[src/video_config.svh]
// Fixed 640x480 timing at one pixel per clk; image and memory sizes must match the package types
`ifndef VIDEO_CONFIG_SVH
`define VIDEO_CONFIG_SVH

// Horizontal geometry in clocks
`define H_TOTAL        800
`define H_VISIBLE      640
`define H_SYNC_START   656
`define H_SYNC_END     752

// Vertical geometry in lines
`define V_TOTAL        525
`define V_VISIBLE      480
`define V_SYNC_START   490
`define V_SYNC_END     492

// Image size, each image pixel covers 2x2 screen pixels
`define IMAGE_WIDTH    320
`define IMAGE_HEIGHT   240

// Memory depths in entries
`define MAP_DEPTH      1024
`define TILE_DEPTH     32768
`define PAL_DEPTH      256
`define LINE_BUF_DEPTH 1024

// Clocks from render column issue to line buffer write
// Tilemap read, tile graphics read, palette read
`define RENDER_DELAY   3

`endif

[src/tile_pkg.sv]
// Tilemap entries are bare tile numbers with no flags; the world is 32x32 tiles of 16x16 pixels
package tile_pkg;

  // Memory or register block selected by a host write
  typedef enum logic [1:0] {
    TGT_REG,
    TGT_MAP,
    TGT_TILE,
    TGT_PAL
  } host_target_t;

  // Register picked by the low host address bit
  typedef enum logic {
    REG_SCROLL_X,
    REG_SCROLL_Y
  } reg_index_t;

  // Tile row in the top 5 bits, tile column in the low 5
  typedef logic [9:0] map_addr_t;
  typedef logic [7:0] tile_num_t;

  // Tile number, pixel row, pixel column pair
  typedef logic [14:0] tile_addr_t;
  // Two palette indices, even column in the low byte
  typedef logic [15:0] tile_word_t;
  typedef logic [7:0] pal_index_t;

  // Blue in [23:16], green in [15:8], red in [7:0]
  typedef logic [23:0] color24_t;
  // Blue, green and red, 6 bits each in that order
  typedef logic [17:0] rgb18_t;

  // Host bus fields
  typedef logic [14:0] host_addr_t;
  typedef logic [23:0] host_data_t;

  // Scroll offset in the 512x512 world
  typedef logic [8:0] scroll_t;

endpackage

[src/scroll_registers.sv]
// Write only; a new scroll value is seen by the renderer from the next column it issues
`timescale 1ns/1ns

module scroll_registers (
  input  logic                  clk,
  input  logic                  reset,
  input  logic                  host_wr,
  input  tile_pkg::host_target_t host_target,
  input  tile_pkg::host_addr_t  host_addr,
  input  tile_pkg::host_data_t  host_data,
  output tile_pkg::scroll_t     scroll_x,
  output tile_pkg::scroll_t     scroll_y
);

  // Register write decode
  logic                 reg_write;
  tile_pkg::reg_index_t reg_sel;

  assign reg_write = host_wr && (host_target == tile_pkg::TGT_REG);
  assign reg_sel   = tile_pkg::reg_index_t'(host_addr[0]);

  always_ff @(posedge clk or posedge reset) begin
    if (reset) begin
      scroll_x <= '0;
      scroll_y <= '0;
    end else if (reg_write) begin
      // Upper data bits drop, so offsets wrap at 512
      case (reg_sel)
        tile_pkg::REG_SCROLL_X: scroll_x <= host_data[8:0];
        tile_pkg::REG_SCROLL_Y: scroll_y <= host_data[8:0];
        default: scroll_x <= scroll_x;
      endcase
    end
  end

endmodule

[config.mk]
export PLATFORM = sky130hd
export DESIGN_NAME = scroll_registers
export DESIGN_NICKNAME = d
export VERILOG_FILES = /design/src/video_config.svh /design/src/tile_pkg.sv /design/src/scroll_registers.sv
export SDC_FILE = /design/constraint.sdc
export NUM_CORES = 1
export LEC_CHECK = 0
export ABC_AREA = 1
export BUFFER_PORTS_ARGS = -buffer_cell sky130_fd_sc_hd__buf_2
export CAP_MARGIN = 20
export CORE_UTILIZATION = 34
export DETAILED_ROUTE_END_ITERATION = 10
export PLACE_DENSITY = 0.85
export SLEW_MARGIN = 30
export SYNTH_ARGS = -nofsm -noshare
export SYNTH_HDL_FRONTEND = slang
export SYNTH_SLANG_ARGS = --single-unit
[constraint.sdc]
create_clock -name clk -period 0.8 [get_ports clk]
set_clock_uncertainty 0.2 [all_clocks]
set_input_delay 0.08 -clock clk [delete_from_list [all_inputs] [get_ports clk]]
set_output_delay 0.08 -clock clk [all_outputs]
set_load 0.01 [all_outputs]
==> results of run 1 <==
==> power breakdown <==
part	switching (W)	internal, W
clock network	0.000267	0.000176
logic	0.000403	0.000472
registers	0.0000949	0.00108
==> worst reg2reg max path, stage by stage, from the launching register on <==
cell	delay, ns
dfrtp_1	0.39
buf_4	0.14
nand2_2	0.05
nand2_2	0.05
==> timing repair <==
action,in CTS,in global routing
hold endpoints to repair,36,18
buffers inserted,6,9
pin swaps,1,6
resized for setup,0,23
endpoints found under the setup margin,27,35
gates cloned,0,0
==> worst max path at each step <==
stage | from | endpoint | slack, ns
floorplan | host_target[1] | scroll_y[1]$_DFFE_PP0P_ | -0.04
global placement | host_target[1] | scroll_x[6]$_DFFE_PP0P_ | -0.22
detailed placement | host_target[1] | scroll_x[0]$_DFFE_PP0P_ | -0.27
CTS | scroll_x[0]$_DFFE_PP0P_ | scroll_x[0] | -0.32
global route | scroll_x[2]$_DFFE_PP0P_ | scroll_x[2] | -0.35
finish | scroll_y[5]$_DFFE_PP0P_ | scroll_y[5] | -0.33
==> stage by stage <==
| step | power, W | TNS (ns) | area, µm² | worst slack (ns) |
|---|---|---|---|---|
| floorplan | 0.001463 | -0.6318 | 782.0 | -0.03978 |
| global placement | 0.001746 | -3.529 | 1046 | -0.2156 |
| detailed placement | 0.001773 | -4.128 | 1046 | -0.2681 |
| CTS | 0.002292 | -6.235 | 1124 | -0.3190 |
| global route | 0.002655 | -8.174 | 1246 | -0.3483 |
| finish | 0.002491 | -6.973 | 1246 | -0.3313 |
==> logic make-up after synthesis <==
logic type	Yosys count
flip-flops	18
buffers and inverters	7
AND/OR/NAND/NOR	57
==> sequential cells by signal, summed over array words and instances (netlist names) <==
| signal | cells |
|---|---|
| scroll_y | 9 |
| scroll_x | 9 |
==> metal layers <==
metal / up-vias / GRT usage [%]
met5: - / 0
met4: 0 / 8.571
met3: 5 / 3.704
met2: 31 / 27.93
met1: 345 / 19.96
li1: 388 / -
==> synthesized netlist by cell type, drive strengths merged <==
cell type,count,area share (%)
buf,4,3.4
nand4,18,14
nand2,36,17
dfrtp,18,58
nor2,1,0.81
clkbuf,1,0.48
nand3,2,4.5
inv,2,0.97
==> layout make-up <==
type,count,area (µm²),share of cell area [%]
multi-input cells,57,334.1,26.81
flip-flops and latches,18,450.4,36.14
well taps,27,33.78,2.711
clock buffers,3,22.52,1.807
inverters,2,7.507,0.6024
repair buffers,56,397.9,31.93
==> results.md, run 1 <==
- Result of the run: complete, but fails checks
- Failing checks: hold timing, setup timing
- FF-to-FF path depth: 3
- Share of cells above drive strength 1: a little under three fifths
- Metal3 WL: 126 µm
- Final Hold Vio Count: 18
- Max Fclk: a little under 900 MHz
- Largest net degree at the start of global routing: 19
- Die height: ~50 µm
- Vias in the first global route: between 600 and 700
- Critical R2R Capture: scroll_y[6]$_DFFE_PP0P_
- Critical-path cell list: buf_2
- Syn Inst Count: slightly above 80
- Worst Path Buf+Inv: 1
- Synth Area in Adders: 0%
- ANT cells: 0
- LEAKAGE: 0.6811 nW
- Net Count, Synth: roughly 130
- Critical Path AT: approximately 0.85 ns
- CTS tree: yes
- #FFs+latches synth: 18
- Hold Path End: scroll_y[3]$_DFFE_PP0P_
- R2R setup slack: -0.13 ns
- Placed cell count: about 150
- Crit path time final: between 1 and 1.5 ns
- Final WS setup: -0.3313 ns
- DRT iter0 DRCs: 15
- RSZ-0062 raised after global routing: true
- Final ANT Viol Nets: 0
- Initial Utilization: 37.68%
- PwrDens: 1999 nW/µm²
- Fillers: slightly below 200
- Critical Path RT: 0.52 ns
- Top routing layer in use: met4
- Max incr delay on CP: 0.41 ns
- Grt ovf: 0
- Cell depth of the worst hold path: 3
- GRT Total Usage: 16.73%
- Worst-margin pin slew: ~0.23 ns
- Worst-path clk slew: approximately 0.090 ns
- First-pass GRT wire length: roughly 3000 µm
- Vias: approximately 770
- WL per Instance: 11.87 µm
- Netlist cell types: 10
- Fin crit share: 141.4%
- Finished Layout Cells: about 160
- Synth Area in Simple Gates: roughly 37%
- CTS max path bufs: 2
- Util after Layout: 60.44%
- Xor and xnor area share after synthesis: 0%
- TritonCTS Buffers: 3
- DRC: 0
- CP Capture Type: output port
- Initial antenna violation count: 0
- CP max-delay cell: dfrtp_1
- Routed met1 length: around 840 µm
- Setup Viol. Count Final: 33
- CTS H-tree lvls: 1
- WHS: -0.1632 ns
- Area growth, synth to finish: 60.39%
- Slew Viols, Final: 0
- Crit-path max FO: 2
- Clock Latency Late Sink: roughly 0.29 ns
- Met2 routed WL: around 900 µm
- IO Port Bufs: 32
- Post-Route WL: 1935 µm
- Critical path start-end classification: flip-flop to output port
- Yosys warns: 0
- Min-delay worst type: input port to flip-flop
- # Max-Cap Violations: 0
- Sequential area share after synthesis: 57.97%
- Die width: ~50 µm
- Dpl hpwl: 1437 µm
- TritonRoute pass-1 iters: 4
- Root Buffer: clkbuf_4
- Worst setup SP type: flip-flop
- Die area: between 2000 and 2500 µm²
- Cts-stage hold buffer count: 1
- Slew HR: around 85%
- WP depth: 1
- IO Pins: 62
- Post-synthesis mux area share: 0%
- Hold_sp: host_data[3]
- FP Rows: 16
- GPL Wtd Cong: 0.7655
- Most common cell after layout, fill and taps aside: buf_2
- Compound-Gate Fraction of Synth Area: 0%
- CTS sink count: 18
- CORE AREA: 2062 µm²
- CP delay by family, top: flip-flops
- Average size of a mapped cell: between 9 and 10 µm²
- Mapped Area: between 700 and 800 µm²
- Reg-to-Reg Start: scroll_y[6]$_DFFE_PP0P_
- Vias per inst: between 4 and 5
- Nets: roughly 180
- Most frequent cells in the layout: 32 x buf_2, 22 x nand2_1, 18 x nand4_1, 18 x dfrtp_1
- VDD IR max: between 1 and 1.5 mV
- Largest family of logic cells by synthesized area: simple AND/OR/NAND/NOR gates
(Power assumes the default switching activity.)
==> run 2, diff against run 1 <==
--- a/config.mk
+++ b/config.mk
@@ -11,5 +11,5 @@
 export CORE_UTILIZATION = 34
 export DETAILED_ROUTE_END_ITERATION = 10
-export PLACE_DENSITY = 0.85
+export PLACE_DENSITY = 0.74
 export SLEW_MARGIN = 30
 export SYNTH_ARGS = -nofsm -noshare
==> constraint.sdc (replaced) <==
create_clock -name clk -period 0.8 [get_ports clk]
set_clock_uncertainty 0.2 [all_clocks]
set_input_delay 0.08 -clock clk [delete_from_list [all_inputs] [get_ports clk]]
set_output_delay 0.08 -clock clk [all_outputs]
set_load 0.02 [all_outputs]
==> run 2 against run 1 <==
The run still ends with hold timing, setup timing left. Largest power group unchanged. Highest routed layer unchanged. Hold slack improved by 0.00080 ns. Die area did not move. Count of clock-buffer cells in the layout up 1. Wire length down 4.9%. Via count decreased by 1.4%. Critical endpoint is now scroll_y[0]. Sequential power is 6% higher. Non-clock buffer count fell by 10. Largest cell class unchanged. Design area is 1.8% higher.
==> results.md, run 2 (synthesis results as in run 1) <==
- Result of the run: complete, but fails checks
- Failing checks: hold timing, setup timing
- Final WS setup: -0.3355 ns (-0.004223 ns)
- WP depth: 1 (unchanged)
- CTS sink count: 18 (unchanged)
- Dpl cell area: 1056 µm² (+0.96%)
- CTS tree: yes
- DRT iter0 DRCs: 12 (-3)
- Initial antenna violation count: 0 (unchanged)
- Crit path time final: 1.136 ns (+0.004223 ns)
- Area growth, synth to finish: 63.29%
- Placed cell count: 146 (unchanged)
- Die height: 49.81 µm (unchanged)
- CP delay by family, top: flip-flops
- Worst setup SP type: flip-flop
- Tot Pwr: 0.002796 W (+12%)
- Util after Layout: 61.53% (+1.1 points)
- Largest regs: scroll_x: 9 flops, scroll_y: 9 flops
- Vias in the first global route: 746 (+6.7%)
- WHS: -0.1624 ns (+0.0008010 ns)
- Clock Latency Late Sink: 0.29 ns (about the same)
- WL per Instance: 11.95 µm (+0.70%)
- Worst Path Buf+Inv: 1 (unchanged)
- Fillers: 185 (-4.1%)
- Nets: 172 (-5.5%)
- DRC: 0 (unchanged)
- ANT cells: 0 (unchanged)
- Final Hold Vio Count: 18 (unchanged)
- Max Fclk: 880.6 MHz (-0.37%)
- Worst-path clk slew: 0.10 ns (about the same)
- Vias: 758 (-1.4%)
- PwrDens: 2204 nW/µm² (+10%)
- CTS max path bufs: 2 (unchanged)
- Crit-path max FO: 2 (unchanged)
- Critical Path AT: 0.86 ns (about the same)
- Reg-to-Reg Start: scroll_x[7]$_DFFE_PP0P_
- Initial Utilization: 37.68% (unchanged)
- IO Pins: 62 (unchanged)
- Final ANT Viol Nets: 0 (unchanged)
- Post-Route WL: 1841 µm (-4.9%)
- Cell depth of the worst hold path: 3 (unchanged)
- Most common cell after layout, fill and taps aside: nand2_1
- CP max-delay cell: dfrtp_2
- CP Capture Type: output port
- GRT Total Usage: 16.94% (+0.21 points)
- FF-to-FF path depth: 3 (unchanged)
- Slew HR: 84.84% (+0.28 points)
- Largest net degree at the start of global routing: 19 (unchanged)
- CORE AREA: 2062 µm² (unchanged)
- Cts-stage hold buffer count: 1 (unchanged)
- Crit. Startpoint: scroll_y[0]$_DFFE_PP0P_
- LEAKAGE: 0.6333 nW (-7.0%)
- Root Buffer: clkbuf_4
- IO Port Bufs: 32 (unchanged)
- Dpl hpwl: 1388 µm (-3.4%)
- Die area: 2481 µm² (unchanged)
- TritonRoute pass-1 iters: 4 (unchanged)
- Share of cells above drive strength 1: 60.63% (+4.7 points)
- Most frequent cells in the layout: 30 x nand2_1, 21 x buf_6, 18 x nand4_1, 18 x dfrtp_2, 14 x buf_2
- Critical R2R Capture: scroll_x[7]$_DFFE_PP0P_
- First-pass GRT wire length: 3160 µm (+3.6%)
- VDD IR max: 1.146 mV (+5.3%)
- FP Rows: 16 (unchanged)
- Finished Layout Cells: 154 (-5.5%)
- Final instance area: 1269 µm² (+1.8%)
- Critical-path cell list: buf_6
- RSZ-0062 raised after global routing: true
- CTS H-tree lvls: 1 (unchanged)
- # Max-Cap Violations: 0 (unchanged)
- Critical Path End: scroll_y[0]
- TritonCTS Buffers: 3 (unchanged)
- Slew Viols, Final: 0 (unchanged)
- Vias per inst: 4.922 (+4.3%)
- Critical path start-end classification: flip-flop to output port
- Min-delay worst type: input port to flip-flop
- Grt ovf: 0 (unchanged)
- GPL Wtd Cong: 0.8148 (+6.4%)
- Place WS: -0.2565 ns (+0.01160 ns)
- Worst-margin pin slew: 0.2268 ns (-0.004764 ns)
- R2R setup slack: -0.15 ns (-0.02 ns)
- Fin crit share: 141.9% (+0.53 points)
- Setup Viol. Count Final: 36 (+9.1%)
- Max incr delay on CP: 0.43 ns (+0.02 ns)
- Die width: 49.81 µm (unchanged)
- Critical Path RT: 0.52 ns (about the same)
==> run 2: how the worst min path moves through the flow <==
| stage | from | slack (ns) | endpoint |
|---|---|---|---|
| after detailed placement | reset | -0.09 | scroll_y[1]$_DFFE_PP0P_ |
| after floorplan | reset | -0.18 | scroll_x[0]$_DFFE_PP0P_ |
| after CTS | host_data[4] | -0.17 | scroll_y[4]$_DFFE_PP0P_ |
| after global routing | host_data[5] | -0.17 | scroll_x[5]$_DFFE_PP0P_ |
| final | host_data[3] | -0.16 | scroll_y[3]$_DFFE_PP0P_ |
| after global placement | reset | -0.10 | scroll_y[1]$_DFFE_PP0P_ |
==> run 2: final cells by class <==
type	instances	area, µm²	share of cell area (%)
inverter	2	7.507	0.5917
multi-input combinational	57	314.1	24.75
sequential	18	473.0	37.28
clock buffer	4	36.28	2.860
tap	27	33.78	2.663
timing repair buffer	46	404.1	31.85
==> run 2: layer usage <==
| layer | vias to the layer above | share of wire [%] | global-route usage, % |
|---|---|---|---|
| met1 | 360 | 42 | 19.61 |
| met3 | 2 | 5.5 | 4.012 |
| met4 | 0 | 1.3 | 5.714 |
| li1 | 371 | - | - |
| met2 | 25 | 51 | 30.18 |
| met5 | - | 0 | 0 |
==> run 2: metrics by stage <==
stage / hold WS, ns / setup TNS [ns]
after CTS: -0.1652 / -6.812
final: -0.1624 / -6.729
after floorplan: -0.1815 / -0.9118
after detailed placement: -0.09147 / -4.663
after global placement: -0.1038 / -4.044
after global routing: -0.1713 / -7.944
==> run 2: timing repair <==
item | CTS | global route
hold endpoints to repair | 36 | 18
buffers inserted | 3 | 0
resized for setup | 38 | 8
setup endpoints to repair | 36 | 36
==> run 2: power breakdown <==
group          switching [W]  internal, W  total, W
combinational       0.000486     0.000506  0.000992
sequential          0.000129      0.00111   0.00124
clock               0.000286     0.000277  0.000564
total               0.000902      0.00189   0.00280
