File: config.mk
export PLATFORM = sky130hd
export DESIGN_NAME = display_timing
export DESIGN_NICKNAME = d
export VERILOG_FILES = /design/src/video_timing_pkg.sv /design/src/display_timing.sv
export VERILOG_INCLUDE_DIRS = /design/src
export SDC_FILE = /design/constraint.sdc
export NUM_CORES = 1
export LEC_CHECK = 0
export BUFFER_PORTS_ARGS = -buffer_cell sky130_fd_sc_hd__buf_2
export CAP_MARGIN = 20
export CORE_UTILIZATION = 35
export CTS_CLUSTER_DIAMETER = 50
export DETAILED_ROUTE_END_ITERATION = 10
export GPL_ROUTABILITY_DRIVEN = 0
export PLACE_DENSITY_LB_ADDON = 0.15
export SLEW_MARGIN = 20
export SYNTH_ARGS = -nofsm -noshare
export SYNTH_HDL_FRONTEND = slang
export SYNTH_SLANG_ARGS = --single-unit
File: constraint.sdc
create_clock -name clk -period 2.2 [get_ports clk]
set_clock_uncertainty 0.2 [all_clocks]
set_input_delay 0.11 -clock clk [delete_from_list [all_inputs] [get_ports clk]]
set_output_delay 0.11 -clock clk [all_outputs]
set_load 0.02 [all_outputs]
File: src/video_config.svh
// Fixed 640x480 timing at one pixel per clk; image and memory sizes must match the package types
`ifndef VIDEO_CONFIG_SVH
`define VIDEO_CONFIG_SVH

// Horizontal geometry in clocks
`define H_TOTAL        800
`define H_VISIBLE      640
`define H_SYNC_START   656
`define H_SYNC_END     752

// Vertical geometry in lines
`define V_TOTAL        525
`define V_VISIBLE      480
`define V_SYNC_START   490
`define V_SYNC_END     492

// Image size, each image pixel covers 2x2 screen pixels
`define IMAGE_WIDTH    320
`define IMAGE_HEIGHT   240

// Memory depths in entries
`define MAP_DEPTH      1024
`define TILE_DEPTH     32768
`define PAL_DEPTH      256
`define LINE_BUF_DEPTH 1024

// Clocks from render column issue to line buffer write
// Tilemap read, tile graphics read, palette read
`define RENDER_DELAY   3

`endif

File: src/video_timing_pkg.sv
// Widths assume a scan counter below 1024 and a 320x240 image
package video_timing_pkg;

  // Horizontal or vertical scan counter
  typedef logic [9:0] scan_pos_t;

  // Image coordinates after pixel doubling
  typedef logic [8:0] screen_x_t;
  typedef logic [7:0] screen_y_t;

  // Buffer half in the top bit, image column below
  typedef logic [9:0] line_buf_addr_t;

  // Horizontal sync and blank travelling together to the output
  typedef struct packed {
    logic hsync;
    logic blank;
  } sync_bundle_t;

  // One line buffer write command
  typedef struct packed {
    logic           wr_en;
    line_buf_addr_t addr;
  } buf_write_t;

endpackage

File: src/display_timing.sv
// Sync is active high; blank is horizontal only, vertical blanking comes two lines late
`timescale 1ns/1ns

`include "video_config.svh"

module display_timing (
  input  logic                        clk,
  input  logic                        reset,
  output video_timing_pkg::scan_pos_t h_pos,
  output video_timing_pkg::scan_pos_t v_pos,
  output logic                        hsync,
  output logic                        blank,
  output video_timing_pkg::scan_pos_t h_visible,
  output video_timing_pkg::scan_pos_t v_visible,
  output logic                        vsync_late,
  output logic                        v_blank_late
);

  // Line count two lines back, wrapped over the frame
  video_timing_pkg::scan_pos_t v_late;

  // h_pos runs every clock, v_pos steps on the horizontal wrap
  always_ff @(posedge clk or posedge reset) begin
    if (reset) begin
      h_pos <= '0;
      v_pos <= '0;
    end else if (h_pos == `H_TOTAL - 1) begin
      h_pos <= '0;
      if (v_pos == `V_TOTAL - 1) begin
        v_pos <= '0;
      end else begin
        v_pos <= v_pos + 1'b1;
      end
    end else begin
      h_pos <= h_pos + 1'b1;
    end
  end

  // Current position decode
  assign hsync = (h_pos >= `H_SYNC_START) && (h_pos < `H_SYNC_END);
  assign blank = (h_pos >= `H_VISIBLE);

  // Visible positions read as zero outside the active area
  assign h_visible = blank ? '0 : h_pos;
  assign v_visible = (v_pos < `V_VISIBLE) ? v_pos : '0;

  always_comb begin
    if (v_pos >= 2) begin
      v_late = v_pos - 2'd2;
    end else begin
      v_late = v_pos + video_timing_pkg::scan_pos_t'(`V_TOTAL - 2);
    end
  end

  // Late decode lines up with the line buffer scanout
  assign vsync_late   = (v_late >= `V_SYNC_START) && (v_late < `V_SYNC_END);
  assign v_blank_late = (v_late >= `V_VISIBLE);

endmodule

==> out/results.tsv, run 1 <==
metric	value	unit
syn-cell-area	0.00140	mm^2
yosysUniqueCellTypes	39	
hp-class	flip-flop to flip-flop	
rsz0062_at_grt	yes	
synth_ff_type	dfrtp_1	
grt_pass1_vias	1327	
swShare	20.7	%
drc	0	
drt-met1-wl	1.69	mm
netlist_instances	160	
via_count	1358	
synth_top_cell_area_share	35.7	%
pwr-share-seq	55.1	%
start_util	37.5	%
ys_async_sr_fraction	100	%
place_area	0.00181	mm^2
first_pass_iters	4	
h-tree-depth	1	
synth_area_per_cell	8.77	um^2
post-route-util	52.8	%
whs	0.321	ns
design_area	0.00198	mm^2
synth_edf_count	0	
finalWorstSetupSlack	-0.287	ns
slew_violations	0	
clock_sink_count	20	
violations	negative setup slack	
numPortBuffers	44	
fmax	402	MHz
grt_max_degree	21	
drt-initial-drc-count	34	
pwr-share-comb	1.6	%
critPathArrivalTime	2.18	ns
cts_root_buffer	clkbuf_8	
grt_pass1_wl	6.12	mm
power.switching	138	uW
cp.required	1.89	ns
cts_buffer_depth	2	
hold_viol	0	
antenna_found_initial	0	
routed-wl-met3	146	um
outcome	finished with violations	
p_int	529	uW
post-route-min-period	2.49	ns
core_area	0.00374	mm^2
overflow	0	
syn_nets	170	
yosysSeqAreaShare	35.7	%
rows	22	
maxCapViolCount	0	
drive_above_1_share	41.6	%
die_h	65.3	um
clk_pin_slew_worst_paths	0.07	ns
ys_top_cells_by_area	dfrtp_1 (36%), ha_1 (7.1%), and2_1 (6.2%), xor2_1 (5.0%), nor2_1 (4.5%)	
max_slew_margin	47.9	%
end_kind	primary output	
area_growth	40.9	%
power_density	337	mW/mm^2
power	666	uW
avgViaCountPerCell	4.96	
routedWlPerCell	13.4	um
diodes	0	
irDropWorstVdd	0.000365	V
wl_met2	1.79	mm
tritoncts	done	
clock_latency	0.26	ns
setup_viol	2	
cts_made_buffers	3	
yosys_register_bits	20	
nets	237	
dieArea	0.00427	mm^2
worst_pin_slew	0.780	ns
critPathKind	flip-flop to primary output	
cp_max_fo	3	
ant_nets	0	
maxUsedRoutingLayer	met4	
routed_wl	3.67	mm
grt_usage	18.3	%
p_clk_share	43.3	%
die_x	65.3	um
period_share	113	%
startpoint_type	flip-flop	
yosysWarnings	0	
synth_largest_area_cell	dfrtp_1	
dp_hpwl	2.73	mm
p_leak	1.12	nW
io_pins	46	
==> routing by layer <==
layer  GRT usage (%)  up-vias
met2            31.8       33
met4            4.35        0
li1                -      665
met3            3.47        6
met1            23.2      654
met5               0        -
==> cells in the mapped netlist (all sizes together), types with 3 or more instances <==
| cell | number |
|---|---|
| xnor2 | 7 |
| buf | 5 |
| mux2i | 3 |
| nand3 | 10 |
| nand2 | 10 |
| clkbuf | 4 |
| nor4 | 3 |
| and3 | 4 |
| nor3 | 5 |
| inv | 10 |
| xor2 | 8 |
| nor2b | 4 |
| dfrtp | 20 |
| o21ai | 7 |
| ha | 8 |
| nor2 | 17 |
| a21oi | 3 |
| and2 | 14 |
==> repair_timing <==
action | in CTS | in global routing
hold buffers | 1 | 0
buffers inserted | 3 | 0
hold endpoints to repair | 20 | 0
setup endpoints to repair | 4 | 19
pin swaps | 5 | 2
resized for setup | 12 | 9
==> metrics by stage <==
| step | instances | TNS [ns] | setup WS, ns |
|---|---|---|---|
| CTS | 274 | -0.531 | -0.284 |
| detailed placement | 266 | -0.224 | -0.129 |
| floorplan | 160 | -0.231 | -0.199 |
| finish | 274 | -0.571 | -0.287 |
| global placement | 266 | -0.0374 | -0.0374 |
| global route | 274 | -0.754 | -0.382 |
==> cell type report <==
cell class,instances,area [um^2]
Clock buffer,4,55.1
Tap cell,48,60.1
Fill cell,372,1770
Timing Repair Buffer,71,434
Sequential cell,20,503
Inverter,10,37.5
Multi-Input combinational cell,121,888
==> placed cells by master (no fill, tap or decap), types with 2 or more instances in the layout <==
master    synthesis  layout
buf_2             2      42
buf_4             2      27
dfrtp_1          20      18
nor2_1           17      17
and2_1           14      14
nand2_1          10      10
nand3_1          10      10
xor2_1            8       8
inv_1            10       8
ha_1              8       8
xnor2_1           7       7
o21ai_0           7       6
and3_1            4       4
clkbuf_8          0       4
nor2b_1           4       3
mux2i_1           3       3
nor3_1            3       2
inv_2             0       2
a21oi_1           3       2
nor3_2            2       2
dfrtp_2           0       2
==> power groups by stage <==
stage	logic, mW	clock network, mW	registers (mW)
floorplan	0.00835	0	0.375
finish	0.0108	0.288	0.367
detailed placement	0.0104	0	0.375
CTS	0.0117	0.293	0.367
global placement	0.00993	0	0.375
global route	0.0128	0.307	0.367
==> critical path, stage by stage, from the launching register on <==
cell and delay (ns):
dfrtp_2 0.40, or4_4 0.56, nor4b_4 0.29, buf_4 0.18, nor4_4 0.03, o22ai_2 0.20, o21ai_2 0.11, buf_6 0.14
==> registers in the layout (all words and copies together) (netlist names) <==
signal	cells
v_pos	10
h_pos	10
==> cells by family (layout without fill, tap and decap cells) <==
logic type      count (synthesis)  in the layout  share of synthesized area (%)
flops                          20             20                           35.7
simple gates                   75             75                           30.3
mux                             3              3                           2.14
buf+inv                        19             85                           6.33
compound gates                 19             19                           8.82
xor+xnor                       15             15                           9.36
other cells                     1              1                          0.267
fa+ha+maj                       8              8                           7.13
==> final timing paths <==
path / slack, ns / depth (start not counted) / from / endpoint
min reg2reg: 0.32 / 1 / h_pos[0] / h_pos[0]
min in group asynchronous: 0.33 / 3 / reset / h_pos[4]
max: -0.29 / 7 / v_pos[3] / v_blank_late
max reg2reg: 0.09 / 5 / h_pos[5] / v_pos[8]
min: 0.32 / 1 / h_pos[0] / h_pos[0]
max in group asynchronous: 0.93 / 3 / reset / v_pos[3]
No activity file was read; power rests on OpenSTA's default activity.
==> inputs of run 2 (changes only) <==
--- a/config.mk
+++ b/config.mk
@@ -6,6 +6,7 @@
 export SDC_FILE = /design/constraint.sdc
 export NUM_CORES = 1
 export LEC_CHECK = 0
+export ABC_AREA = 1
 export BUFFER_PORTS_ARGS = -buffer_cell sky130_fd_sc_hd__buf_2
 export CAP_MARGIN = 20
 export CORE_UTILIZATION = 35
==> run 2 against run 1 <==
Effect of this change: the run now ends clean; area after synthesis up 25%; global-route usage grew 0.64 points; synthesized cell count up 56%.
==> out/results.tsv, run 2 <==
metric	value	unit	change
outcome	completed		
critPathKind	flip-flop to primary output		
tritoncts	done		
netlist_instances	249		+56%
crit_top_cell	nor2_4		
yosys.cell_count.top_type	nand2_1		
r2r_start	v_pos[1]		
synth_top_cell_area_share	28.5	%	-7.1 points
maxCapViolCount	0		unchanged
numPortBuffers	44		unchanged
syn-cell-area	0.00175	mm^2	+25%
core_area	0.00479	mm^2	+28%
synth_top_cells_by_count	nand2_1 (44), nor2_1 (37), inv_1 (36)		
h-tree-depth	1		unchanged
worst_pin_slew	0.784	ns	+0.00338 ns
cp_max_fo	5		+2
area_growth	32.8	%	
die_x	72.8	um	+11%
dp_hpwl	3.47	mm	+27%
slowest_delay	0.40	ns	-0.16 ns
reg2reg_to	v_pos[3]		
routedWlPerCell	12.5	um	-6.5%
synth_area_per_cell	7.04	um^2	-20%
drc	0		unchanged
crit_path_top_delay_cell	dfrtp_1		
hold_depth	1		unchanged
pwr-share-seq	49.2	%	-5.9 points
clk_pin_slew_worst_paths	0.08	ns	about the same
diodes	0		unchanged
overflow	0		unchanged
via_count	1743		+28%
ys_top_cells_by_area	dfrtp_1 (29%), nand2_1 (9.4%), nor2_1 (7.9%), inv_1 (7.7%), nand3_1 (6.6%)		
swShare	18.0	%	-2.7 points
rsz0062_at_grt	yes		
rows	25		+14%
slew_violations	0		unchanged
post-route-min-period	2.16	ns	-0.328 ns
antenna_found_initial	0		unchanged
cp.required	1.89	ns	about the same
io_pins	46		unchanged
irDropWorstVdd	0.000224	V	-39%
yosys_register_bits	20		unchanged
period_share	98.1	%	-15 points
synth_ff_type	dfrtp_1		
p_clk_share	49.3	%	+6.0 points
worstRegToRegCells	7		+2
p_leak	1.28	nW	+14%
setup_viol	0		-2
ant_nets	0		unchanged
crit_family	simple AND/OR/NAND/NOR gates		
ys_async_sr_fraction	100	%	unchanged
routed_wl	4.68	mm	+28%
synth_largest_area_cell	dfrtp_1		
end_kind	primary output		
ff2ff_setup_slack	0.35	ns	+0.26 ns
path_cells	inv_2, ha_4, nand2_2, nor2_4, nand2_4, nand2_8, nand3_4, nor2_4, nand3_2, nor2_2, buf_6		
grt_usage	19.0	%	+0.64 points
tns	0	ns	+0.571 ns
power_density	320	mW/mm^2	-5.0%
yosysWarnings	0		unchanged
grt_pass1_vias	1565		+18%
post-route-util	48.7	%	-4.2 points
syn_nets	259		+52%
p_int	612	uW	+16%
start_util	36.7	%	-0.85 points
cts_root_buffer	clkbuf_8		
min-delay-start	h_pos[0]		
synth_edf_count	0		unchanged
cts_made_buffers	3		unchanged
grt_max_degree	21		unchanged
drt-initial-drc-count	100		+190%
yosysSeqAreaShare	28.5	%	-7.1 points
power.switching	134	uW	-2.9%
fmax	463	MHz	+15%
grt_pass1_wl	7.73	mm	+26%
first_pass_iters	6		+2
startpoint_type	flip-flop		
hp-class	flip-flop to flip-flop		
pwr-share-comb	1.5	%	about the same
dieArea	0.00530	mm^2	+24%
layout_common_cells	buf_2 (42), nand2_1 (39), nor2_1 (35)		
yosysUniqueCellTypes	33		-15%
final_common_cell	buf_2		
die_h	72.8	um	+11%
nets	318		+34%
drive_above_1_share	36.8	%	-4.8 points
max_slew_margin	47.7	%	-0.23 points
clock_sink_count	20		unchanged
avgViaCountPerCell	4.66		-6.0%
clock_latency	0.26	ns	about the same
crit_buf_inv	2		unchanged
critPathArrivalTime	1.85	ns	-0.33 ns
top_regs	h_pos x10, v_pos x10		
min_to	h_pos[0]		
cts_buffer_depth	2		unchanged
hold_viol	0		unchanged
[run 2: cell types whose count changed in the layout (fill, tap and decap cells not counted), moves of 5 or more]
cell | previous run | this run
nand3_1 | 10 | 21
nor2_4 | 0 | 5
nand2_2 | 0 | 5
nand2_1 | 10 | 39
and2_1 | 14 | 0
inv_1 | 8 | 33
xnor2_1 | 7 | 2
buf_4 | 27 | 10
nand4_1 | 1 | 6
nand2_4 | 0 | 5
nor2_2 | 0 | 5
nor2_1 | 17 | 35
nand3_2 | 0 | 7
[run 2: cell families after synthesis]
| kind of cell | share of synthesized area (%) |
|---|---|
| buffers and inverters | 12.1 |
| adder cells (fa/ha/maj) | 5.71 |
| AND/OR/NAND/NOR | 42.4 |
| AO/OA/AOI/OAI | 6.06 |
| other | 0.214 |
| flip-flops | 28.5 |
| XOR/XNOR | 4.99 |
[run 2: cell type report]
type,count,area (um^2)
Clock buffer,3,41.3
Multi-Input combinational cell,181,1130
Timing Repair Buffer,58,360
Sequential cell,20,507
Inverter,44,175
Fill cell,491,2460
Tap cell,67,83.8
Clock inverter,1,30.0
[run 2: routing by layer]
metal | up-vias | track usage (%) | routed length [um]
met5 | - | 0 | 0
met4 | 0 | 4.58 | 46
met3 | 6 | 3.87 | 176
met2 | 43 | 28.0 | 2060
met1 | 791 | 28.1 | 2400
li1 | 903 | - | -
[run 2: what timing repair did]
action,4_1_cts,5_1_grt
setup buffers,1,7
hold buffers,1,0
pin swaps,0,13
resized for setup,3,31
endpoints found under the setup margin,2,2
cloned,0,1
endpoints found under the hold margin,20,0
[run 2: metrics by stage]
step           setup WS, ns  power, mW  cell area [um^2]  instances  hold WS (ns)
3_3_place_gp          0.250      0.385              2060        360         0.103
6_report             0.0408      0.746              2330        374         0.309
3_5_place_dp          0.247      0.385              2060        360         0.103
5_1_grt             -0.0909      0.786              2330        374         0.349
4_1_cts              0.0128      0.761              2160        366         0.321
2_1_floorplan         0.127      0.383              1750        249        -0.126
[run 2: how the worst max path moves through the flow]
stage | start | end | slack, ns | cells after the start
final | v_pos[2] | vsync_late | 0.04 | 11
after global routing | v_pos[1] | vsync_late | -0.09 | 11
after CTS | v_pos[4] | vsync_late | 0.01 | 11
after detailed placement | v_pos[3] | vsync_late | 0.25 | 11
after global placement | v_pos[3] | vsync_late | 0.25 | 11
after floorplan | v_pos[1] | vsync_late | 0.13 | 10
[run 2: power groups by stage]
stage	clock network, mW	logic, mW	registers, mW
after floorplan	0	0.00835	0.375
final	0.368	0.0109	0.367
after global placement	0	0.0103	0.375
after detailed placement	0	0.0103	0.375
after CTS	0.382	0.0118	0.367
after global routing	0.405	0.0131	0.367
