File: config.mk
export PLATFORM = sky130hd
export DESIGN_NAME = tile_renderer
export DESIGN_NICKNAME = d
export VERILOG_FILES = /design/src/video_timing_pkg.sv /design/src/tile_pkg.sv /design/src/pipe_delay.sv /design/src/tile_renderer.sv
export VERILOG_INCLUDE_DIRS = /design/src
export SDC_FILE = /design/constraint.sdc
export NUM_CORES = 1
export LEC_CHECK = 0
export BUFFER_PORTS_ARGS = -buffer_cell sky130_fd_sc_hd__buf_2
export CORE_MARGIN = 8
export CORE_UTILIZATION = 45
export CTS_CLUSTER_SIZE = 24
export DETAILED_ROUTE_END_ITERATION = 7
export MAX_ROUTING_LAYER = met4
export PLACE_DENSITY = 0.84
export SKIP_CTS_REPAIR_TIMING = 1
export SLEW_MARGIN = 15
export SYNTH_ARGS = -nofsm -noshare
export SYNTH_HDL_FRONTEND = slang
export SYNTH_SLANG_ARGS = --single-unit
File: constraint.sdc
create_clock -name clk -period 5.4 [get_ports clk]
set_input_delay 0.27 -clock clk [delete_from_list [all_inputs] [get_ports clk]]
set_output_delay 0.27 -clock clk [all_outputs]
set_load 0.1 [all_outputs]
File: src/video_config.svh
// Fixed 640x480 timing at one pixel per clk; image and memory sizes must match the package types
`ifndef VIDEO_CONFIG_SVH
`define VIDEO_CONFIG_SVH

// Horizontal geometry in clocks
`define H_TOTAL        800
`define H_VISIBLE      640
`define H_SYNC_START   656
`define H_SYNC_END     752

// Vertical geometry in lines
`define V_TOTAL        525
`define V_VISIBLE      480
`define V_SYNC_START   490
`define V_SYNC_END     492

// Image size, each image pixel covers 2x2 screen pixels
`define IMAGE_WIDTH    320
`define IMAGE_HEIGHT   240

// Memory depths in entries
`define MAP_DEPTH      1024
`define TILE_DEPTH     32768
`define PAL_DEPTH      256
`define LINE_BUF_DEPTH 1024

// Clocks from render column issue to line buffer write
// Tilemap read, tile graphics read, palette read
`define RENDER_DELAY   3

`endif

File: src/video_timing_pkg.sv
// Widths assume a scan counter below 1024 and a 320x240 image
package video_timing_pkg;

  // Horizontal or vertical scan counter
  typedef logic [9:0] scan_pos_t;

  // Image coordinates after pixel doubling
  typedef logic [8:0] screen_x_t;
  typedef logic [7:0] screen_y_t;

  // Buffer half in the top bit, image column below
  typedef logic [9:0] line_buf_addr_t;

  // Horizontal sync and blank travelling together to the output
  typedef struct packed {
    logic hsync;
    logic blank;
  } sync_bundle_t;

  // One line buffer write command
  typedef struct packed {
    logic           wr_en;
    line_buf_addr_t addr;
  } buf_write_t;

endpackage

File: src/tile_pkg.sv
// Tilemap entries are bare tile numbers with no flags; the world is 32x32 tiles of 16x16 pixels
package tile_pkg;

  // Memory or register block selected by a host write
  typedef enum logic [1:0] {
    TGT_REG,
    TGT_MAP,
    TGT_TILE,
    TGT_PAL
  } host_target_t;

  // Register picked by the low host address bit
  typedef enum logic {
    REG_SCROLL_X,
    REG_SCROLL_Y
  } reg_index_t;

  // Tile row in the top 5 bits, tile column in the low 5
  typedef logic [9:0] map_addr_t;
  typedef logic [7:0] tile_num_t;

  // Tile number, pixel row, pixel column pair
  typedef logic [14:0] tile_addr_t;
  // Two palette indices, even column in the low byte
  typedef logic [15:0] tile_word_t;
  typedef logic [7:0] pal_index_t;

  // Blue in [23:16], green in [15:8], red in [7:0]
  typedef logic [23:0] color24_t;
  // Blue, green and red, 6 bits each in that order
  typedef logic [17:0] rgb18_t;

  // Host bus fields
  typedef logic [14:0] host_addr_t;
  typedef logic [23:0] host_data_t;

  // Scroll offset in the 512x512 world
  typedef logic [8:0] scroll_t;

endpackage

File: src/pipe_delay.sv
// DELAY must be at least 1; every stage clears to zero on reset
`timescale 1ns/1ns

module pipe_delay #(
  parameter type T     = logic,
  parameter int  DELAY = 1
) (
  input  logic clk,
  input  logic reset,
  input  T     d,
  output T     q
);

  // Stage 0 takes the input, the last stage drives q
  T stages [DELAY];

  always_ff @(posedge clk or posedge reset) begin
    if (reset) begin
      for (int i = 0; i < DELAY; i++) begin
        stages[i] <= '0;
      end
    end else begin
      stages[0] <= d;
      for (int i = 1; i < DELAY; i++) begin
        stages[i] <= stages[i - 1];
      end
    end
  end

  assign q = stages[DELAY - 1];

endmodule

File: src/tile_renderer.sv
// Draws one image row per even visible line; video outputs trail the scan position by 2 clocks
`timescale 1ns/1ns

`include "video_config.svh"

module tile_renderer (
  input  logic                             clk,
  input  logic                             reset,
  input  video_timing_pkg::scan_pos_t      h_pos,
  input  video_timing_pkg::scan_pos_t      v_pos,
  input  logic                             hsync,
  input  logic                             blank,
  input  video_timing_pkg::scan_pos_t      h_visible,
  input  video_timing_pkg::scan_pos_t      v_visible,
  input  logic                             vsync_late,
  input  logic                             v_blank_late,
  input  tile_pkg::scroll_t                scroll_x,
  input  tile_pkg::scroll_t                scroll_y,
  output tile_pkg::map_addr_t              map_addr,
  output tile_pkg::tile_addr_t             tile_addr,
  output tile_pkg::pal_index_t             pal_index,
  input  tile_pkg::tile_num_t              map_data,
  input  tile_pkg::tile_word_t             tile_data,
  input  tile_pkg::color24_t               pal_data,
  output logic                             buf_wr_en,
  output video_timing_pkg::line_buf_addr_t buf_wr_addr,
  output tile_pkg::color24_t               buf_wr_data,
  output video_timing_pkg::line_buf_addr_t buf_rd_addr,
  input  tile_pkg::color24_t               buf_rd_data,
  output logic                             hsync_out,
  output logic                             vsync_out,
  output logic                             de,
  output tile_pkg::rgb18_t                 rgb
);

  typedef enum logic {
    ST_IDLE,
    ST_DRAW
  } render_state_t;

  render_state_t               state;
  video_timing_pkg::screen_x_t render_x;
  video_timing_pkg::screen_y_t screen_y;

  // World coordinates, 9 bits so they wrap at 512
  logic [8:0] world_x;
  logic [8:0] world_y;

  // Pixel position inside the tile, following the fetch pipeline
  logic [3:0] tile_row_q;
  logic [3:0] tile_col_q;
  logic       byte_sel_q;

  video_timing_pkg::buf_write_t   wr_cmd;
  video_timing_pkg::buf_write_t   wr_cmd_q;
  video_timing_pkg::sync_bundle_t sync_in;
  video_timing_pkg::sync_bundle_t sync_q;
  tile_pkg::color24_t             color_q;

  // Both lines of a pair share one image row
  assign screen_y = v_visible[8:1];

  // Column issue, one per clock while drawing
  always_ff @(posedge clk or posedge reset) begin
    if (reset) begin
      state    <= ST_IDLE;
      render_x <= '0;
    end else begin
      case (state)
        ST_IDLE: begin
          // Start of an even visible line
          if ((h_pos == '0) && (v_pos < `V_VISIBLE) && !v_visible[0]) begin
            state    <= ST_DRAW;
            render_x <= '0;
          end
        end
        ST_DRAW: begin
          // Last column, or the odd line is running out
          if ((render_x == `IMAGE_WIDTH - 1) ||
              ((h_pos == `H_TOTAL - 1) && v_visible[0])) begin
            state <= ST_IDLE;
          end else begin
            render_x <= render_x + 1'b1;
          end
        end
        default: state <= ST_IDLE;
      endcase
    end
  end

  // Scroll and wrap
  assign world_x = render_x + scroll_x;
  assign world_y = {1'b0, screen_y} + scroll_y;

  // Stage t, tile row and column select the map entry
  assign map_addr = {world_y[8:4], world_x[8:4]};

  always_ff @(posedge clk) begin
    tile_row_q <= world_y[3:0];
    tile_col_q <= world_x[3:0];
    byte_sel_q <= tile_col_q[0];
  end

  // Stage t+1, tile number plus pixel row and column pair
  assign tile_addr = {map_data, tile_row_q, tile_col_q[3:1]};

  // Stage t+2, odd world column is the high byte
  assign pal_index = byte_sel_q ? tile_data[15:8] : tile_data[7:0];

  // Write command follows the fetch to stage t+3
  always_comb begin
    wr_cmd.wr_en = (state == ST_DRAW);
    wr_cmd.addr  = {screen_y[0], render_x};
  end

  pipe_delay #(
    .T     (video_timing_pkg::buf_write_t),
    .DELAY (`RENDER_DELAY)
  ) write_delay (
    .clk   (clk),
    .reset (reset),
    .d     (wr_cmd),
    .q     (wr_cmd_q)
  );

  assign buf_wr_en   = wr_cmd_q.wr_en;
  assign buf_wr_addr = wr_cmd_q.addr;
  assign buf_wr_data = pal_data;

  // Scanout reads the half drawn during the previous line pair
  assign buf_rd_addr = {~v_pos[1], h_visible[9:1]};

  always_ff @(posedge clk) begin
    color_q <= buf_rd_data;
  end

  // Sync and blank wait for buffer read plus color register
  always_comb begin
    sync_in.hsync = hsync;
    sync_in.blank = blank;
  end

  pipe_delay #(
    .T     (video_timing_pkg::sync_bundle_t),
    .DELAY (2)
  ) sync_delay (
    .clk   (clk),
    .reset (reset),
    .d     (sync_in),
    .q     (sync_q)
  );

  assign hsync_out = sync_q.hsync;
  assign vsync_out = vsync_late;
  assign de        = !sync_q.blank && !v_blank_late;

  // Top 6 bits of blue, green and red
  assign rgb = de ? {color_q[23:18], color_q[15:10], color_q[7:2]} : '0;

endmodule

==> results of run 1 <==
[flip-flops by register name (all words and copies together), names as in the netlist]
| name | cells |
|---|---|
| tile_row_q | 4 |
| write_delay.stages | 22 |
| byte_sel_q | 1 |
| sync_delay.q | 2 |
| color_q | 18 |
| render_x | 9 |
| write_delay.q | 11 |
| sync_delay.stages | 2 |
| tile_col_q | 4 |
| state | 1 |
[how the worst max path moves through the flow]
stage	to	slack, ns	cells after the start
floorplan	rgb[10]	2.66	3
global placement	map_addr[4]	2.67	8
detailed placement	map_addr[4]	2.62	8
CTS	map_addr[4]	2.22	8
global route	map_addr[4]	1.99	8
finish	map_addr[4]	2.26	8
[Yosys cell counts, types with 3 or more instances]
cell / n / area [um^2]
buf_4: 65 / 488
dfrtp_1: 47 / 1180
dfxtp_1: 27 / 541
nor2_1: 21 / 78.8
and2_1: 18 / 113
ha_1: 17 / 213
inv_1: 12 / 45.0
nand3_1: 11 / 55.1
xnor2_1: 11 / 96.3
nand2_1: 10 / 37.5
mux2_2: 8 / 90.1
a21oi_1: 7 / 35.0
nand4_1: 4 / 25.0
o21ai_0: 4 / 20.0
xor2_1: 4 / 35.0
nor3_1: 3 / 15.0
o21ai_1: 3 / 15.0
[power by group through the flow]
| stage | clock [mW] | combinational (mW) | sequential [mW] |
|---|---|---|---|
| CTS | 0.501 | 0.761 | 0.663 |
| detailed placement | 0 | 0.760 | 0.675 |
| global placement | 0 | 0.748 | 0.670 |
| finish | 0.485 | 0.756 | 0.663 |
| floorplan | 0 | 0.808 | 0.699 |
| global route | 0.528 | 0.789 | 0.671 |
[area by class of cell]
class,instances,area [um^2],share of cell area (%)
sequential,74,1720,43.2
clock inverter,6,95.1,2.39
multi-input combinational,154,1150,28.9
inverter,12,45.0,1.13
tap,99,124,3.12
clock buffer,10,138,3.46
timing repair buffer,140,711,17.9
[layer usage]
metal / part of all wire (%) / vias up / global-route usage, % / wire length (um)
met1: 39 / 1066 / 16.6 / 3010
met2: 48 / 131 / 21.5 / 3730
li1: - / 1131 / - / -
met4: 2.0 / 0 / 7.56 / 155
met5: 0 / - / - / 0
met3: 11 / 16 / 6.68 / 860
[kinds of logic (layout without fill, tap and decap cells)]
logic type | Yosys count | in the layout | share of synthesized area (%)
compound gates | 33 | 33 | 7.42
xor+xnor | 15 | 15 | 3.86
fa+ha+maj | 19 | 19 | 7.42
buf+inv | 79 | 168 | 15.9
flops | 74 | 74 | 50.4
mux | 9 | 9 | 2.94
simple gates | 78 | 78 | 12.1
[worst max-delay path, stage by stage, from the launching register on]
cell and delay, ns:
dfrtp_1 0.45, ha_1 0.23, fa_1 0.41, a21oi_1 0.22, nor2_1 0.09, a2111oi_2 0.39, a21oi_1 0.14, xnor2_1 0.16
buf_2 0.44
[per-stage QoR]
step | hold WS (ns) | power (mW)
final | 0.0275 | 1.90
after global routing | 0.000713 | 1.99
after CTS | 0.00373 | 1.93
after detailed placement | 0.317 | 1.44
after global placement | 0.318 | 1.42
after floorplan | 0.298 | 1.51
==> results by group, run 1 <==
Layout
  • Post-route cell area: 0.00398 mm^2
  • Area Growth Syn to Fin: 16.8%
  • Most common cell after layout, fill and taps aside: buf_2
  • Fillers: 648
  • Final core occ: 54.5%
  • Most frequent cells in the layout: buf_2 (138), dfrtp_1 (47), dfxtp_1 (27)
  • Ant. Diodes: 0
  • Non-filler cells, final: 495
  • Fraction of layout cells with a size suffix above 1: 43.4%
  • Nets@finish: 546

Floorplanning
  • Initial Util: 46.7%
  • Die Y: 103 um
  • # rows: 31
  • IO Pins: 235
  • Core footprint: 0.00729 mm^2
  • Die Area: 0.0106 mm^2
  • Die W: 103 um

Timing
  • # setup viols final: 0
  • Hold Vio Cnt, Final: 0
  • Final Max Slew Viols: 0
  • Setup TNS Final: 0 ns
  • Unrepaired setup endpoints after global routing: false
  • Final min period: 3.14 ns
  • Crit share post-route: 58.1%
  • Worst Max-Slew Pin Slew: 0.933 ns
  • Final worst slack: 2.26 ns
  • Clock skew: 0.00686 ns
  • Peak Freq: 319 MHz
  • Max_slew headroom: 37.7%

Setup path
  • Crit path max fanout: 5
  • R2R Setup Slk: 3.52 ns
  • WP data arrival: 2.87 ns
  • Worst setup EP type: output pin
  • Critical R2R Capture: render_x[8]
  • CP required: 5.13 ns
  • Reg2reg start: render_x[1]
  • Kind of critical path: reg2out
  • Critical path launch point: render_x[0]
  • Crit path launch type: flop
  • Reg2reg path depth: 6

Placement
  • Placed instance count: 477
  • Post-DP HPWL: 6280 um
  • Placed inst area: 0.00372 mm^2
  • Place WS: 2.62 ns
  • Port-buffer cells: 138
  • GPL Wtd Cong: 0.787

Global routing
  • GRT overflow: 0
  • Pin count of the biggest net entering global routing: 48
  • Number of global-route vias before repair: 2455
  • Gr usage total: 14.7%
  • First-pass GRT wire length: 11600 um
  • Antenna violations before repair: 0

Logic synthesis
  • Yosys Warn Count: 0
  • Post-Syn Area: 0.00340 mm^2
  • Ys flop type: dfrtp_1
  • Syn_nets: 462
  • Seq/Total Area, Yosys: 50.4%
  • Async S/R FF share, synth: 63.5%
  • Post-Syn Instances: 307
  • Yosys reg bits: 74
  • Mean Syn Cell Area: 11.1 um^2
  • Number of distinct library cells after synthesis: 40
  • Post-synth EDFFs: 0

CTS
  • Clk slew on worst S/H paths: 0.08 ns
  • CTS buffer count: 9
  • Clk_lat worst skew: 0.34 ns
  • Clock Path Buffers: 2
  • Clock sink count: 74
  • TritonCTS clock tree: yes
  • Clk Tree Root Cell: clkbuf_8
  • # H-tree levels: 3

Drt
  • DRC Markers: 0
  • Wirelength per Cell: 15.7 um
  • Post-Route WL: 7760 um
  • Routed Antenna Nets: 0
  • DRT iter0 DRCs: 90
  • Vias: 2344
  • Vias per cell: 4.74
  • DRT Pass-1 Iters: 4

Power
  • Leak Pwr: 1.99 nW
  • Reg power frac: 34.8%
  • Internal power: 1.05 mW
  • Comb pwr share: 39.7%
  • P_sw: 0.857 mW
  • Maximum vdd ir drop: 214 uV
  • Power density cells: 479 mW/mm^2
  • Clock power share: 25.5%
  • Switching part of the total: 45.0%

Min path
  • Worst Hold Depth: 1
  • Worst Hold Endpoint: color_q[3]
  • HP Class: in2reg
  • Worst hold start: buf_rd_data[3]

Outcome
  • Outcome: completed

Run
  • Max Cap Viol: 0
Power figures use the tool's default switching activity.
==> run 2, diff against run 1 <==
--- a/config.mk
+++ b/config.mk
@@ -6,13 +6,14 @@
 export SDC_FILE = /design/constraint.sdc
 export NUM_CORES = 1
 export LEC_CHECK = 0
+export ABC_AREA = 1
 export BUFFER_PORTS_ARGS = -buffer_cell sky130_fd_sc_hd__buf_2
 export CORE_MARGIN = 8
-export CORE_UTILIZATION = 45
+export CORE_UTILIZATION = 43
 export CTS_CLUSTER_SIZE = 24
 export DETAILED_ROUTE_END_ITERATION = 7
 export MAX_ROUTING_LAYER = met4
-export PLACE_DENSITY = 0.84
+export PLACE_DENSITY = 0.79
 export SKIP_CTS_REPAIR_TIMING = 1
 export SLEW_MARGIN = 15
 export SYNTH_ARGS = -nofsm -noshare
==> constraint.sdc (replaced) <==
create_clock -name clk -period 2.9 [get_ports clk]
set_input_delay 0.145 -clock clk [delete_from_list [all_inputs] [get_ports clk]]
set_output_delay 0.145 -clock clk [all_outputs]
set_load 0.1 [all_outputs]
==> results by group, run 2 <==
Power
  • Comb pwr share: 31.4%
  • Power density cells: 651 mW/mm^2
  • Power Total: 2.84 mW
  • P_sw: 1.13 mW
  • Switching part of the total: 39.9%
  • Maximum vdd ir drop: 384 uV
  • Clock power share: 28.9%
  • Internal power: 1.70 mW
  • Reg power frac: 39.7%
  • Leak Pwr: 2.56 nW

Timing
  • Worst Max-Slew Pin Slew: 0.916 ns
  • Final min period: 2.64 ns
  • Final worst slack: 0.264 ns
  • Crit share post-route: 90.9%
  • Unrepaired setup endpoints after global routing: false
  • Hold Vio Cnt, Final: 0
  • Peak Freq: 379 MHz
  • Clock skew: 0.0111 ns
  • Final Max Slew Viols: 0
  • # setup viols final: 0
  • Max_slew headroom: 38.8%

CTS
  • Clock sink count: 74
  • Clk Tree Root Cell: clkbuf_8
  • # H-tree levels: 3
  • Clock Path Buffers: 2
  • Clk_lat worst skew: 0.34 ns
  • TritonCTS clock tree: yes
  • Clk slew on worst S/H paths: 0.08 ns
  • CTS buffer count: 9

Logic synthesis
  • Async S/R FF share, synth: 63.5%
  • Post-Syn Area: 0.00362 mm^2
  • Ys flop type: dfrtp_1
  • Number of distinct library cells after synthesis: 26
  • Post-synth top cells: nand2_1 (68), buf_4 (65), inv_1 (60)
  • Synth top area share: 32.5%
  • Leading post-synthesis cells by cell area: dfrtp_1 (32%), dfxtp_1 (15%), buf_4 (13%)
  • Mean Syn Cell Area: 9.12 um^2
  • Top-count cell post-synth: nand2_1
  • Post-Syn Instances: 397
  • Yosys reg bits: 74
  • Largest area contributor in the netlist: dfrtp_1
  • Seq/Total Area, Yosys: 47.4%
  • Syn_nets: 552
  • Post-synth EDFFs: 0
  • Yosys Warn Count: 0

Setup path
  • WP data arrival: 2.49 ns
  • CP required: 2.76 ns
  • Critical path launch point: v_visible[1]
  • Crit path max fanout: 3
  • Reg2reg path depth: 8
  • End of the critical path: map_addr[9]
  • Reg2reg start: render_x[1]
  • Critical R2R Capture: render_x[7]
  • R2R Setup Slk: 1.20 ns
  • Crit path launch type: input port
  • Kind of critical path: in2out
  • Worst setup EP type: output pin

Floorplanning
  • Core footprint: 0.00818 mm^2
  • Initial Util: 44.3%
  • IO Pins: 235
  • Die W: 108 um
  • Die Y: 108 um
  • # rows: 33
  • Die Area: 0.0116 mm^2

Global routing
  • Gr usage total: 13.1%
  • Number of global-route vias before repair: 2554
  • Pin count of the biggest net entering global routing: 48
  • GRT overflow: 0
  • First-pass GRT wire length: 11800 um
  • Antenna violations before repair: 0

Placement
  • Place WS: 0.734 ns
  • Post-DP HPWL: 6150 um
  • GPL Wtd Cong: 0.825
  • Port-buffer cells: 138
  • Placed inst area: 0.00394 mm^2

Layout
  • Multi-input logic area: 0.00117 mm^2
  • Fraction of layout cells with a size suffix above 1: 34.1%
  • Fillers: 761
  • Ant. Diodes: 0
  • FF+latch area: 0.00172 mm^2
  • Post-route cell area: 0.00436 mm^2
  • Area Growth Syn to Fin: 20.4%
  • Nets@finish: 654
  • Largest register FFs: 22
  • Biggest register: write_delay.stages
  • Most common cell after layout, fill and taps aside: buf_2
  • Most frequent cells in the layout: buf_2 (138), nand2_1 (68), inv_1 (59)

Drt
  • DRT Pass-1 Iters: 4
  • Wirelength per Cell: 13.0 um
  • Routed Antenna Nets: 0
  • Post-Route WL: 7910 um
  • DRC Markers: 0
  • Vias per cell: 4.35
  • DRT iter0 DRCs: 98
  • Vias: 2651

Min path
  • HP Class: in2async

Run
  • Max Cap Viol: 0

Outcome
  • Outcome: completed
==> run 2: cell count changes in the layout (fill, tap and decap cells not counted), moves of 8 or more <==
cell and change:
nand2_1 +58, xor2_1 +8, nand3_1 +12, nor2_1 +10, inv_1 +48, and2_1 -18, dlygate4sd3_1 +19
==> run 2: kinds of logic (layout without fill, tap and decap cells) <==
group / count (synthesis) / after routing / share of synthesized area [%]
buffers and inverters: 129 / 236 / 20.3
multiplexers: 8 / 8 / 2.49
AND/OR/NAND/NOR: 137 / 137 / 16.9
flip-flops: 74 / 74 / 47.4
XOR/XNOR: 16 / 16 / 3.87
AO/OA/AOI/OAI: 14 / 14 / 2.07
adder cells (fa/ha/maj): 19 / 19 / 6.98
==> run 2: per-stage QoR <==
step                      setup TNS (ns)  util, %  std cells  hold WS [ns]
after floorplan                    -5.63        -        397         0.173
after global placement                 0     48.2        572         0.248
after detailed placement               0     48.2        572         0.249
after CTS                              0     50.7        588        -0.125
after global routing                   0     53.3        609       0.00913
final                                  0     53.3        609       0.00224
==> run 2: layout make-up <==
class | count | share of cell area, %
Multi-Input combinational cell | 194 | 26.9
Tap cell | 105 | 3.01
Inverter | 61 | 5.25
Clock buffer | 10 | 3.16
Timing Repair Buffer | 159 | 20.7
Sequential cell | 74 | 39.4
Clock inverter | 6 | 1.66
==> run 2: worst min-delay path by stage <==
stage | endpoint | from | slack, ns
after floorplan | color_q[10] | buf_rd_data[10] | 0.17
final | write_delay.q[1] | reset | 0.002
after global routing | tile_row_q[0] | scroll_y[0] | 0.009
after detailed placement | color_q[4] | buf_rd_data[4] | 0.25
after global placement | color_q[18] | buf_rd_data[18] | 0.25
after CTS | color_q[7] | buf_rd_data[7] | -0.12
==> run 2: critical path, stage by stage <==
cell and delay [ns]:
dlygate4sd3_1 0.52, buf_2 0.12, ha_1 0.16, inv_1 0.06
fa_1 0.40, o21ai_0 0.33, nand3_1 0.16, nand2_1 0.09
nand2_1 0.04, nand2_1 0.04, buf_2 0.42
==> run 2: power by group through the flow <==
stage	Sequential, mW	Combinational, mW	Clock (mW)
after floorplan	1.20	0.965	0
after global placement	1.14	0.864	0
after detailed placement	1.15	0.872	0
after CTS	1.13	0.873	0.855
after global routing	1.13	0.935	0.898
final	1.13	0.890	0.821
==> run 2: routing by layer <==
layer  global-route usage, %  vias to the layer above  part of all wire (%)
li1                        -                     1352                     -
met3                    4.79                       12                   8.8
met2                    19.6                      101                    48
met5                       -                        -                     0
met4                    6.84                        0                   1.4
met1                    15.0                     1186                    42
